## config.mk

```make
export PLATFORM = sky130hd
export DESIGN_NAME = apb_host_port
export DESIGN_NICKNAME = d
export VERILOG_FILES = /design/src/source/cpu_pkg.sv /design/src/source/apb_host_port.sv
export SDC_FILE = /design/constraint.sdc
export NUM_CORES = 1
export LEC_CHECK = 0
export ABC_AREA = 1
export BUFFER_PORTS_ARGS = -buffer_cell sky130_fd_sc_hd__buf_2
export CAP_MARGIN = 20
export CORE_AREA = 4 4 75 77
export DETAILED_ROUTE_END_ITERATION = 8
export DIE_AREA = 0 0 79 81
export GPL_TIMING_DRIVEN = 0
export PLACE_DENSITY = 0.69
export SLEW_MARGIN = 20
export SYNTH_ARGS = -nofsm -noshare
export SYNTH_HDL_FRONTEND = slang
export SYNTH_SLANG_ARGS = --single-unit
export TNS_END_PERCENT = 1
```

## constraint.sdc

```tcl
create_clock -name clk -period 1.37 [get_ports clk]
set_input_delay 0.2055 -clock clk [delete_from_list [all_inputs] [get_ports clk]]
set_output_delay 0.2055 -clock clk [all_outputs]
set_load 0.01 [all_outputs]
```

## src/source/cpu_pkg.sv

```systemverilog
package cpu_pkg;

   localparam int data_w     = 32;
   localparam int reg_addr_w = 5;
   localparam int imm_w      = 16;
   localparam int apb_addr_w = 12;

   // Instruction fields
   localparam int op_msb  = 31;
   localparam int op_lsb  = 27;
   localparam int rd_msb  = 26;
   localparam int rd_lsb  = 22;
   localparam int rs1_msb = 21;
   localparam int rs1_lsb = 17;
   localparam int rs2_msb = 16;
   localparam int rs2_lsb = 12;
   localparam int imm_msb = imm_w - 1;
   localparam int imm_lsb = 0;

   // APB address map
   localparam logic [apb_addr_w-1:0] ctrl_addr       = 12'h000;
   localparam logic [apb_addr_w-1:0] mem_window_base = 12'h400;

   // ld rd takes word imm, st writes rs1 to word imm
   // jnz jumps to word imm when rs1 is nonzero
   typedef enum logic [4:0] {
      op_nop, op_ldi, op_add, op_sub, op_and, op_or, op_xor, op_shl,
      op_ld, op_st, op_jnz, op_halt
   } opcode_e;

   typedef enum logic [2:0] {
      alu_add, alu_sub, alu_and, alu_or, alu_xor, alu_shl, alu_pass_b
   } alu_op_e;

endpackage

```

## src/source/apb_host_port.sv

```systemverilog
`timescale 1ns/100ps

module apb_host_port #(
   parameter int depth = 256
) (
   input  logic                           clk,
   input  logic                           rst,
   input  logic [cpu_pkg::apb_addr_w-1:0] paddr,
   input  logic                           psel,
   input  logic                           penable,
   input  logic                           pwrite,
   input  logic [cpu_pkg::data_w-1:0]     pwdata,
   input  logic                           halt_done,
   input  logic [$clog2(depth)-1:0]       core_addr,
   input  logic [cpu_pkg::data_w-1:0]     core_wdata,
   input  logic                           core_wen,
   input  logic [cpu_pkg::data_w-1:0]     mem_rdata,
   output logic [cpu_pkg::data_w-1:0]     prdata,
   output logic                           pready,
   output logic                           pslverr,
   output logic                           running,
   output logic                           start,
   output logic [$clog2(depth)-1:0]       mem_addr,
   output logic [cpu_pkg::data_w-1:0]     mem_wdata,
   output logic                           mem_wen
);

   logic [cpu_pkg::apb_addr_w:0] offset;
   logic access, ctrl_hit, mem_hit, need_wait, rd_wait;

   assign access   = psel && penable;
   // Addresses below the window wrap to a large offset and miss
   assign offset   = {1'b0, paddr} - {1'b0, cpu_pkg::mem_window_base};
   assign ctrl_hit = paddr == cpu_pkg::ctrl_addr;
   assign mem_hit  = paddr[1:0] == 2'b00 && offset[cpu_pkg::apb_addr_w:2] < depth;

   // Memory reads wait one cycle for the synchronous port
   assign need_wait = mem_hit && !pwrite && !running;
   assign pready    = access && (!need_wait || rd_wait);
   assign pslverr   = pready && (!(ctrl_hit || mem_hit) || (mem_hit && running));
   assign start     = access && pwrite && ctrl_hit && pwdata[0] && !running;

   always_comb begin
      if (ctrl_hit) begin
         prdata = {{(cpu_pkg::data_w - 1){1'b0}}, running};
      end else if (mem_hit && !running) begin
         prdata = mem_rdata;
      end else begin
         prdata = '0;
      end
   end

   always_ff @(posedge clk or negedge rst) begin
      if (!rst) begin
         running <= 1'b0;
         rd_wait <= 1'b0;
      end else begin
         rd_wait <= access && need_wait && !rd_wait;
         if (start) begin
            running <= 1'b1;
         end else if (halt_done) begin
            running <= 1'b0;
         end
      end
   end

   // Port 1 belongs to the host only while the core is stopped
   assign mem_addr  = running ? core_addr : offset[$clog2(depth)+1:2];
   assign mem_wdata = running ? core_wdata : pwdata;
   assign mem_wen   = running ? core_wen : (access && pwrite && mem_hit);

   paddr_stable: assert property (@(posedge clk) disable iff (!rst)
      psel && !(penable && pready) |=> $stable(paddr))
      else $error("paddr changed before the transfer completed");

endmodule

```

# Word level (Yosys, flattened, before mapping)
# Cells that the tools add are included.
word_totals:
  ff_bits: 2
  input_bits: 123
  out_inout_bits: 77
op_classes:
  add_sub_neg: 1
  magnitude_cmp: 1
  n_mux: 7
  reduce_logical: 26
ops:
  columns: ["operator", "n"]
  rows:
  - ["32-bit 2-to-1 mux", 3]
  - ["1-bit logical AND", 15]
  - ["12-bit by 11-bit subtractor with 13-bit output, second input constant", 1]
  - ["12-bit zero test", 1]
  - ["11-bit by 9-bit < comparator with 1-bit output, second input constant", 1]
  - ["8-bit 2-to-1 mux", 1]
  - ["1-bit zero test", 5]
  - ["1-bit logical OR", 3]
  - ["1-bit 2-to-1 mux", 3]
  - ["2-bit zero test", 1]
  - ["2-bit nonzero test", 1]

# Longest topological paths before layout
# Gate-level depths: netlist of run 1.
logic_depth:
  word_depth: 9
  depth_mapped: 6

# Worst setup path before layout of run 1
# No wires, ideal clock.
synth_timing:
  path_kind: "register to output"
  startpoint: "reg running"
  endpoint: "out start"
  arrival_time_ps: 958
  t_required_ps: 1165
  path_slack_ps: 206
  path_stages_with_launch: 7
  cell_sequence: "dfrtp_1 -> inv_2 -> buf_6 -> nand2_1 -> nor2_1 -> nand3_1 -> inv_1"
synth_via:
  elab_chain_cells: 2
synth_lines:
  columns: ["element", "line", "text"]
  rows:
  - ["start: declaration", "apb_host_port.sv:21", "output logic running,"]
  - ["start signal: assignment", "apb_host_port.sv:55", "running <= 1'b0;"]
  - ["start signal: assignment", "apb_host_port.sv:60", "running <= 1'b1;"]
  - ["start signal: assignment", "apb_host_port.sv:62", "running <= 1'b0;"]
  - ["1-bit zero test", "apb_host_port.sv:41", "assign start = access && pwrite && ctrl_hit && pwdata[0] && !running;"]
  - ["1-bit logical AND", "apb_host_port.sv:41", null]
  - ["end: declaration", "apb_host_port.sv:22", "output logic start,"]
# No other way between the ends.

# Worst setup path after layout of run 1
layout_timing:
  startpoint: "reg running"
  endpoint: "out mem_wdata[9] (netlist bit)"
layout_via:
  elab_chain_cells: 1
layout_lines:
  columns: ["element", "line", "text"]
  rows:
  - ["32-bit 2-to-1 mux", "apb_host_port.sv:69", "assign mem_wdata = running ? core_wdata : pwdata;"]
  - ["end: declaration", "apb_host_port.sv:24", "output logic [cpu_pkg::data_w-1:0] mem_wdata,"]
# No other way between the ends.

==> reports/results.ini, run 1 <==
[drt]
drc = 0
firstDrtPassIters = 4
final_antenna_net_count = 0
wirelength_mm = 5.42
vias = 1995
viasPerCell = 3.93
dr.first_iter.drc_count = 47
wl_per_cell_um = 10.7

[clock_tree]
insertion_delay_ns = 0.21
cts_tree = done
cts_buffers = 3
cts_sinks = 2
clk_pin_slew_ns = 0.03
htreeDepth = 1
clockRootBuffer = clkbuf_8
clockBufferDepth = 2

[critical_path]
required_ns = 1.16
cp-start-kind = flip-flop
worst_setup_path_end_kind = output port
cp_top_family = buffers and inverters
critPathMaxStageDelay_ns = 0.39
cp.arrival_ns = 1.27
crit_chain = inv_2 > buf_8 > buf_4 > nand2_1 > nand2_1 > buf_2
slowest_stage = dfrtp_1
crit_type = flip-flop to output port
crit_top_cell = nand2_1
path_buf_inv = 4
crit_fanout = 10

[global_route]
grt_max_degree = 11
track_usage_pct = 14.9
grt_pass1_wl_mm = 7.96
grt_antenna_before_repair = 0
grt_pass1_vias = 1867
grt_overflow = 0

[floorplan]
die_w_um = 79
initial_core_util_pct = 21.6
die-area_um2 = 6400
core_region_area_um2 = 5010
dieHeight_um = 81
ioPinCount = 200
fp-row-count = 26

[timing]
hold_viol = 0
clock_skew_ns = 0.00190
worstMarginPinSlew_ns = 0.266
period_share_pct = 107
relSlewSlack_pct = 82.2
finalSetupTns_ns = -4.04
fin_crit_ns = 1.47
timing.final.ws_setup_ns = -0.102
maxSlewViolCount = 0
fmax_mhz = 679
rsz0062_at_grt = yes
setup_viol = 72

[placement]
dp_cells = 499
place.gp.congestion = 0.872
hpwl_mm = 4.69
port_buffers = 199

[yosys]
syn_area_per_cell_um2 = 4.69
synth.cell_area_um2 = 1080
synth_area_leader_cell = nand2_1
syn_nets = 353
synth.distinct_cells = 15
yosys_warnings = 0
yosys.area.top_type_share_pct = 42.8
synth_cells = 230
synth_area_leaders = nand2_1 43%, nor2_2 17%, inv_1 13%, dfrtp_1 4.6%, buf_6 4.2%
ys_seq_area_share_pct = 4.63
ys_ff_latch = 2

[finish]
layout_commonest_cell = buf_2
finalNetCount = 562
drive_gt1_share_pct = 59.3
diodes = 0
syn2layout_area_growth_pct = 113
nFillCells = 555
layout.cells.non_filler = 507
final-seq-area_um2 = 50.0
mostFrequentLayoutCells = 198 x buf_2, 121 x nand2_1, 37 x inv_1
multiInputGateArea_um2 = 811

[power]
p_per_area_nw_per_um2 = 313
worst_ir_drop_vdd_uv = 287
p_leak_nw = 1.62

[job]
maxCapViolCount = 0

[outcome]
outcome = finished, violations left
violations = negative setup slack

[min_path]
hp-class = primary input to flip-flop

## synth_stat cells, drive strengths merged
library cell,number
a21oi,2
buf,12
dfrtp,2
inv,40
nand2,123
nand3,4
nor2,41
o21ai,5
or2,1
## worst reg2reg max path, cell delays in order, from the launching register on
cell and delay (ns):
dfrtp_1 0.39, inv_2 0.10, buf_8 0.14, nand2_4 0.06, nor2_4 0.08, nand3_2 0.09
buf_4 0.15, buf_4 0.12, buf_4 0.12, nand2_2 0.05
## cell families (layout without fill, tap and decap cells)
| kind of cell | after synthesis | count (layout) | share of synthesized area, % |
|---|---|---|---|
| flip-flops | 2 | 2 | 4.64 |
| buffers and inverters | 52 | 259 | 22.7 |
| AO/OA/AOI/OAI | 7 | 7 | 3.24 |
| AND/OR/NAND/NOR | 169 | 169 | 69.4 |
## what timing repair did
item	4_1_cts	5_1_grt
gates cloned	0	0
pin swaps	1	1
hold endpoints to repair	2	0
buffers inserted	4	1
endpoints found under the setup margin	72	76
hold buffers	1	0
gates resized for setup	9	9
## metal layers
metal | up-vias | part of all wire (%) | GRT usage [%]
met5 | - | 0 | 0
met4 | 0 | 0.90 | 3.44
met3 | 6 | 7.0 | 2.00
met2 | 76 | 55 | 30.2
met1 | 849 | 37 | 16.2
li1 | 1064 | - | -
## where the power goes
group          switching (mW)  internal, mW  total (mW)
Sequential          0.0000364        0.0597      0.0598
Clock                  0.0444         0.186       0.230
Combinational           0.207         0.225       0.432
## state kept, by name, summed over array words and instances (netlist names)
register / cells
running: 1
rd_wait: 1
## stage by stage
step	power [mW]	hold WS, ns	cell area [um2]	setup WS, ns	util (%)
3_3_place_gp	0.479	-0.00850	2160	0.0637	43.2
4_1_cts	0.725	0.263	2270	-0.116	45.4
6_report	0.721	0.270	2300	-0.102	46.0
2_1_floorplan	0.224	-0.0901	1080	0.206	-
3_5_place_dp	0.486	-0.00358	2160	0.0392	43.2
5_1_grt	0.779	0.285	2300	-0.181	46.0
## worst paths after layout
path                                start            to  slack (ns)  depth (start not counted)
worst max-delay path              running  mem_wdata[9]       -0.10                          6
worst min-delay path            halt_done       running        0.27                          3
worst max register to register    running       running           0                          9
worst min register to register    rd_wait       rd_wait        0.51                          3
max in group asynchronous             rst       running        0.94                          2
min in group asynchronous             rst       rd_wait        0.33                          2
## final cells by class
type                    instances  share of cell area [%]
flip-flops and latches          2                    2.17
multi-input cells             176                    35.2
plain buffers                  11                    4.73
repair buffers                205                    45.8
inverters                      40                    6.52
well taps                      70                    3.80
clock buffers                   3                    1.79
No activity file was read; power rests on OpenSTA's default activity.
==> run 2, diff against run 1 <==
--- a/config.mk
+++ b/config.mk
@@ -13,6 +13,7 @@
 export DIE_AREA = 0 0 79 81
 export GPL_TIMING_DRIVEN = 0
 export PLACE_DENSITY = 0.69
+export SKIP_LAST_GASP = 1
 export SLEW_MARGIN = 20
 export SYNTH_ARGS = -nofsm -noshare
 export SYNTH_HDL_FRONTEND = slang
==> run 2 against run 1 <==
The flow still finishes with violations (negative setup slack). Critical path depth did not move. Global-route usage barely moved. Non-clock buffer count unchanged. Die area did not move. Largest power group unchanged.
==> reports/results.ini, run 2 (synthesis gave the netlist of run 1 again) <==
[finish]
finalNetCount = 562
drive_gt1_share_pct = 58.8
top_regs = rd_wait x1, running x1
layout.cells.non_filler = 507
nFillCells = 557
layout_commonest_cell = buf_2
mostFrequentLayoutCells = 198 x buf_2, 122 x nand2_1, 37 x inv_1
syn2layout_area_growth_pct = 113
diodes = 0
final_util_pct = 45.8

[drt]
wl_per_cell_um = 10.6
wirelength_mm = 5.40
viasPerCell = 3.93
dr.first_iter.drc_count = 37
final_antenna_net_count = 0
drc = 0
vias = 1990
firstDrtPassIters = 4

[min_path]
hold_path_depth = 3
min_to = running
hp-class = primary input to flip-flop
hp-start = halt_done

[critical_path]
crit_chain = inv_2 > buf_8 > buf_4 > nand2_1 > nand2_1 > buf_2
regToRegSetupSlack_ns = -0.01
r2r_cells = 9
r2r-end = running
crit_top_cell = nand2_1
required_ns = 1.16
cp-start-kind = flip-flop
cp.arrival_ns = 1.27
worst_setup_path_end_kind = output port
critPathMaxStageDelay_ns = 0.39
crit_type = flip-flop to output port
r2r_start = running
path_buf_inv = 4
crit_fanout = 10
cp_top_family = buffers and inverters
slowest_stage = dfrtp_1

[clock_tree]
cts_buffers = 3
insertion_delay_ns = 0.21
clk_pin_slew_ns = 0.03
cts_sinks = 2
cts_tree = done
clockRootBuffer = clkbuf_8
clockBufferDepth = 2
htreeDepth = 1

[timing]
rsz0062_at_grt = yes
period_share_pct = 107
setup_viol = 72
relSlewSlack_pct = 82.2
worstMarginPinSlew_ns = 0.266
hold_viol = 0
timing.final.ws_setup_ns = -0.101
clock_skew_ns = 0.00233
fin_crit_ns = 1.47
fmax_mhz = 680
maxSlewViolCount = 0

[floorplan]
initial_core_util_pct = 21.6
dieHeight_um = 81
die_w_um = 79
core_region_area_um2 = 5010
die-area_um2 = 6400
fp-row-count = 26
ioPinCount = 200

[global_route]
grt_pass1_vias = 1871
grt_max_degree = 11
grt_antenna_before_repair = 0
grt_pass1_wl_mm = 7.95
track_usage_pct = 14.9
grt_overflow = 0

[power]
p_per_area_nw_per_um2 = 314
p_leak_nw = 1.62
worst_ir_drop_vdd_uv = 287

[outcome]
violations = negative setup slack
outcome = finished, violations left

[placement]
place.gp.congestion = 0.872
hpwl_mm = 4.69
dp_cells = 499
port_buffers = 199

[job]
maxCapViolCount = 0

[run 2: how the worst max path moves through the flow]
stage	start	to	slack [ns]	cells after the start
2_1_floorplan	running	start	0.21	6
3_3_place_gp	running	mem_wdata[3]	0.06	6
3_5_place_dp	running	mem_wdata[3]	0.04	6
4_1_cts	running	start	-0.12	7
5_1_grt	running	start	-0.18	7
6_report	running	mem_wdata[9]	-0.10	6
[run 2: worst reg2reg max path: cells and delay by family (launching register included)]
family | cells | cell delay (ns)
AND/OR/NAND/NOR | 4 | 0.29
flip-flops | 1 | 0.39
buffers and inverters | 5 | 0.63
[run 2: cell type report]
cell class	instances	area [um2]	share of cell area (%)
Timing Repair Buffer	204	1040	45.4
Tap cell	70	87.6	3.81
Sequential cell	2	50.0	2.18
Buffer	12	120	5.23
Multi-Input combinational cell	176	805	35.0
Clock buffer	3	41.3	1.80
Inverter	40	150	6.54
[run 2: per-layer routing]
layer,GRT usage [%],vias to the layer above,wire length [um]
met1,16.2,842,1990
met5,0,-,0
met2,30.1,78,2970
met3,2.00,6,392
li1,-,1064,-
met4,3.44,0,49
[run 2: power by group]
group          internal [mW]  switching [mW]
Clock                  0.186          0.0445
Sequential            0.0597       0.0000365
Combinational          0.224           0.206
Total                  0.470           0.250
[run 2: timing repair]
| action | 4_1_cts | 5_1_grt |
|---|---|---|
| resized for setup | 7 | 8 |
| pin swaps | 1 | 0 |
| gates cloned | 0 | 0 |
| endpoints found under the setup margin | 72 | 76 |
| setup buffers | 4 | 0 |
| hold endpoints to repair | 2 | 0 |
| hold buffers | 1 | 0 |
[run 2: metrics by stage]
stage | hold slack [ns] | power, mW | area [um2] | setup WS (ns) | setup TNS [ns]
after floorplan | -0.0901 | 0.224 | 1080 | 0.206 | 0
after global placement | -0.00850 | 0.479 | 2160 | 0.0637 | 0
after detailed placement | -0.00358 | 0.486 | 2160 | 0.0392 | 0
after CTS | 0.258 | 0.725 | 2270 | -0.116 | -5.39
after global routing | 0.273 | 0.778 | 2300 | -0.179 | -10.23
final | 0.264 | 0.720 | 2300 | -0.101 | -4.00
==> run 3, diff against run 2 <==
==> constraint.sdc (replaced) <==
create_clock -name clk -period 1.55 [get_ports clk]
set_input_delay 0.2325 -clock clk [delete_from_list [all_inputs] [get_ports clk]]
set_output_delay 0.2325 -clock clk [all_outputs]
set_load 0.01 [all_outputs]
==> run 3 against run 2 <==
The flow now finishes without violations. Hold slack gained 0.024 ns. Final cell count decreased by 0.20%. Via count increased by 0.20%. First-iteration DRC count is 2.7% lower. Sequential share of layout area stayed put. Sequential cell count unchanged. Die area unchanged. Sequential power is 12% lower. Cell area unchanged. Critical path type unchanged. Critical endpoint is now mem_wdata[3].
==> reports/results.ini, run 3 (synthesis gave the netlist of run 1 again) <==
[outcome]
outcome = finished, final reports clean

[drt]
viasPerCell = 3.94
final_antenna_net_count = 0
dr.first_iter.drc_count = 36
wl_per_cell_um = 10.7
drc = 0
vias = 1994
firstDrtPassIters = 4
wirelength_mm = 5.43

[critical_path]
slowest_stage = dfrtp_1
cp-start-kind = flip-flop
path_buf_inv = 4
crit_top_cell = nand2_1
regToRegSetupSlack_ns = 0.42
cp.arrival_ns = 1.27
crit_fanout = 10
critPathMaxStageDelay_ns = 0.39
crit_type = flip-flop to output port
worst_setup_path_end_kind = output port
required_ns = 1.32
crit_chain = inv_2 > buf_8 > buf_4 > nand2_1 > nand2_1 > buf_2
cp_top_family = buffers and inverters
r2r-end = running
r2r_start = running
r2r_cells = 7

[placement]
dp_slack_ns = 0.192
place.gp.congestion = 0.872
port_buffers = 199
hpwl_mm = 4.69

[floorplan]
die-area_um2 = 6400
fp-row-count = 26
ioPinCount = 200
initial_core_util_pct = 21.6
core_region_area_um2 = 5010
dieHeight_um = 81
die_w_um = 79

[finish]
top_regs = rd_wait x1, running x1
nFillCells = 565
finalNetCount = 561
layout_commonest_cell = buf_2
mostFrequentLayoutCells = 199 x buf_2, 122 x nand2_1, 38 x inv_1
diodes = 0
syn2layout_area_growth_pct = 113
drive_gt1_share_pct = 58.5

[global_route]
met1_usage_pct = 16.1
track_usage_pct = 14.6
grt_antenna_before_repair = 0
grt_pass1_vias = 1841
grt_util_met2_pct = 29.0
grt_pass1_wl_mm = 7.81
grt_overflow = 0
grt.busiest_layer = met2
met3_usage_pct = 2.11
grt_max_degree = 11

[timing]
fmax_mhz = 665
finalSetupTns_ns = 0
setup_viol = 0
fin_crit_ns = 1.50
timing.final.ws_setup_ns = 0.0454
hold_viol = 0
relSlewSlack_pct = 81.6
clock_skew_ns = 0.00179
maxSlewViolCount = 0
period_share_pct = 97.1
rsz0062_at_grt = yes
worstMarginPinSlew_ns = 0.276

[clock_tree]
clockBufferDepth = 2
cts_sinks = 2
clockRootBuffer = clkbuf_8
clk_pin_slew_ns = 0.03
htreeDepth = 1
cts_buffers = 3
insertion_delay_ns = 0.21
cts_tree = done

[power]
internal_power_mw = 0.415
p_leak_nw = 1.62
switchingPower_mw = 0.220
p_sw_share_pct = 34.6
worst_ir_drop_vdd_uv = 253
seqPwrFrac_pct = 8.3
combPwrFrac_pct = 59.8
clockPowerShare_pct = 31.8
p_per_area_nw_per_um2 = 277

[min_path]
hold_path_depth = 3
hp-start = halt_done
min_to = running
hp-class = primary input to flip-flop

[job]
maxCapViolCount = 0

[run 3: worst min-delay path, delay by kind of cell]
family | cells | cell delay [ns]
buffers and inverters | 1 | 0.07
and+or+nand+nor | 2 | 0.15
[run 3: per-layer routing]
metal  share of wire (%)  up-vias  wire, um
met5                   0        -         0
met4                0.90        0        49
met3                 7.0        6       379
met2                  54       78      2950
met1                  38      846      2050
li1                    -     1064         -
[run 3: layout make-up]
type                            count  area [um2]  area share [%]
Inverter                           40         150            6.54
Tap cell                           70        87.6            3.81
Timing Repair Buffer              203        1050            45.6
Clock buffer                        3        41.3            1.80
Sequential cell                     2        50.0            2.18
Buffer                             12         116            5.07
Multi-Input combinational cell    176         805            35.0
[run 3: what timing repair did]
| action | CTS | global route |
|---|---|---|
| hold endpoints to repair | 2 | 0 |
| buffers inserted | 0 | 2 |
| resized for setup | 0 | 16 |
| cloned | 0 | 1 |
| pin swaps | 0 | 1 |
| setup endpoints to repair | 13 | 41 |
| hold buffers | 1 | 0 |
[run 3: through the flow]
stage / instances / hold WS (ns) / area (um2) / utilization, % / total power, mW
after floorplan: 230 / -0.0631 / 1080 / - / 0.198
after global placement: 499 / 0.0185 / 2160 / 43.2 / 0.423
after detailed placement: 499 / 0.0234 / 2160 / 43.2 / 0.429
after CTS: 503 / 0.285 / 2210 / 44.2 / 0.639
after global routing: 506 / 0.300 / 2300 / 45.8 / 0.687
final: 506 / 0.288 / 2300 / 45.8 / 0.635
[run 3: power by group through the flow]
stage | sequential [mW] | combinational, mW | clock (mW)
5_1_grt | 0.0528 | 0.426 | 0.209
6_report | 0.0528 | 0.380 | 0.202
2_1_floorplan | 0.0534 | 0.144 | 0
3_5_place_dp | 0.0533 | 0.376 | 0
3_3_place_gp | 0.0533 | 0.370 | 0
4_1_cts | 0.0528 | 0.380 | 0.206
[run 3: worst max-delay path by stage]
stage	startpoint	to	slack, ns	cells past startpoint
6_report	running	mem_wdata[3]	0.05	6
5_1_grt	running	start	-0.05	7
4_1_cts	running	mem_wdata[3]	-0.03	6
3_5_place_dp	running	mem_wdata[3]	0.19	6
3_3_place_gp	running	mem_wdata[3]	0.22	6
2_1_floorplan	running	start	0.36	6
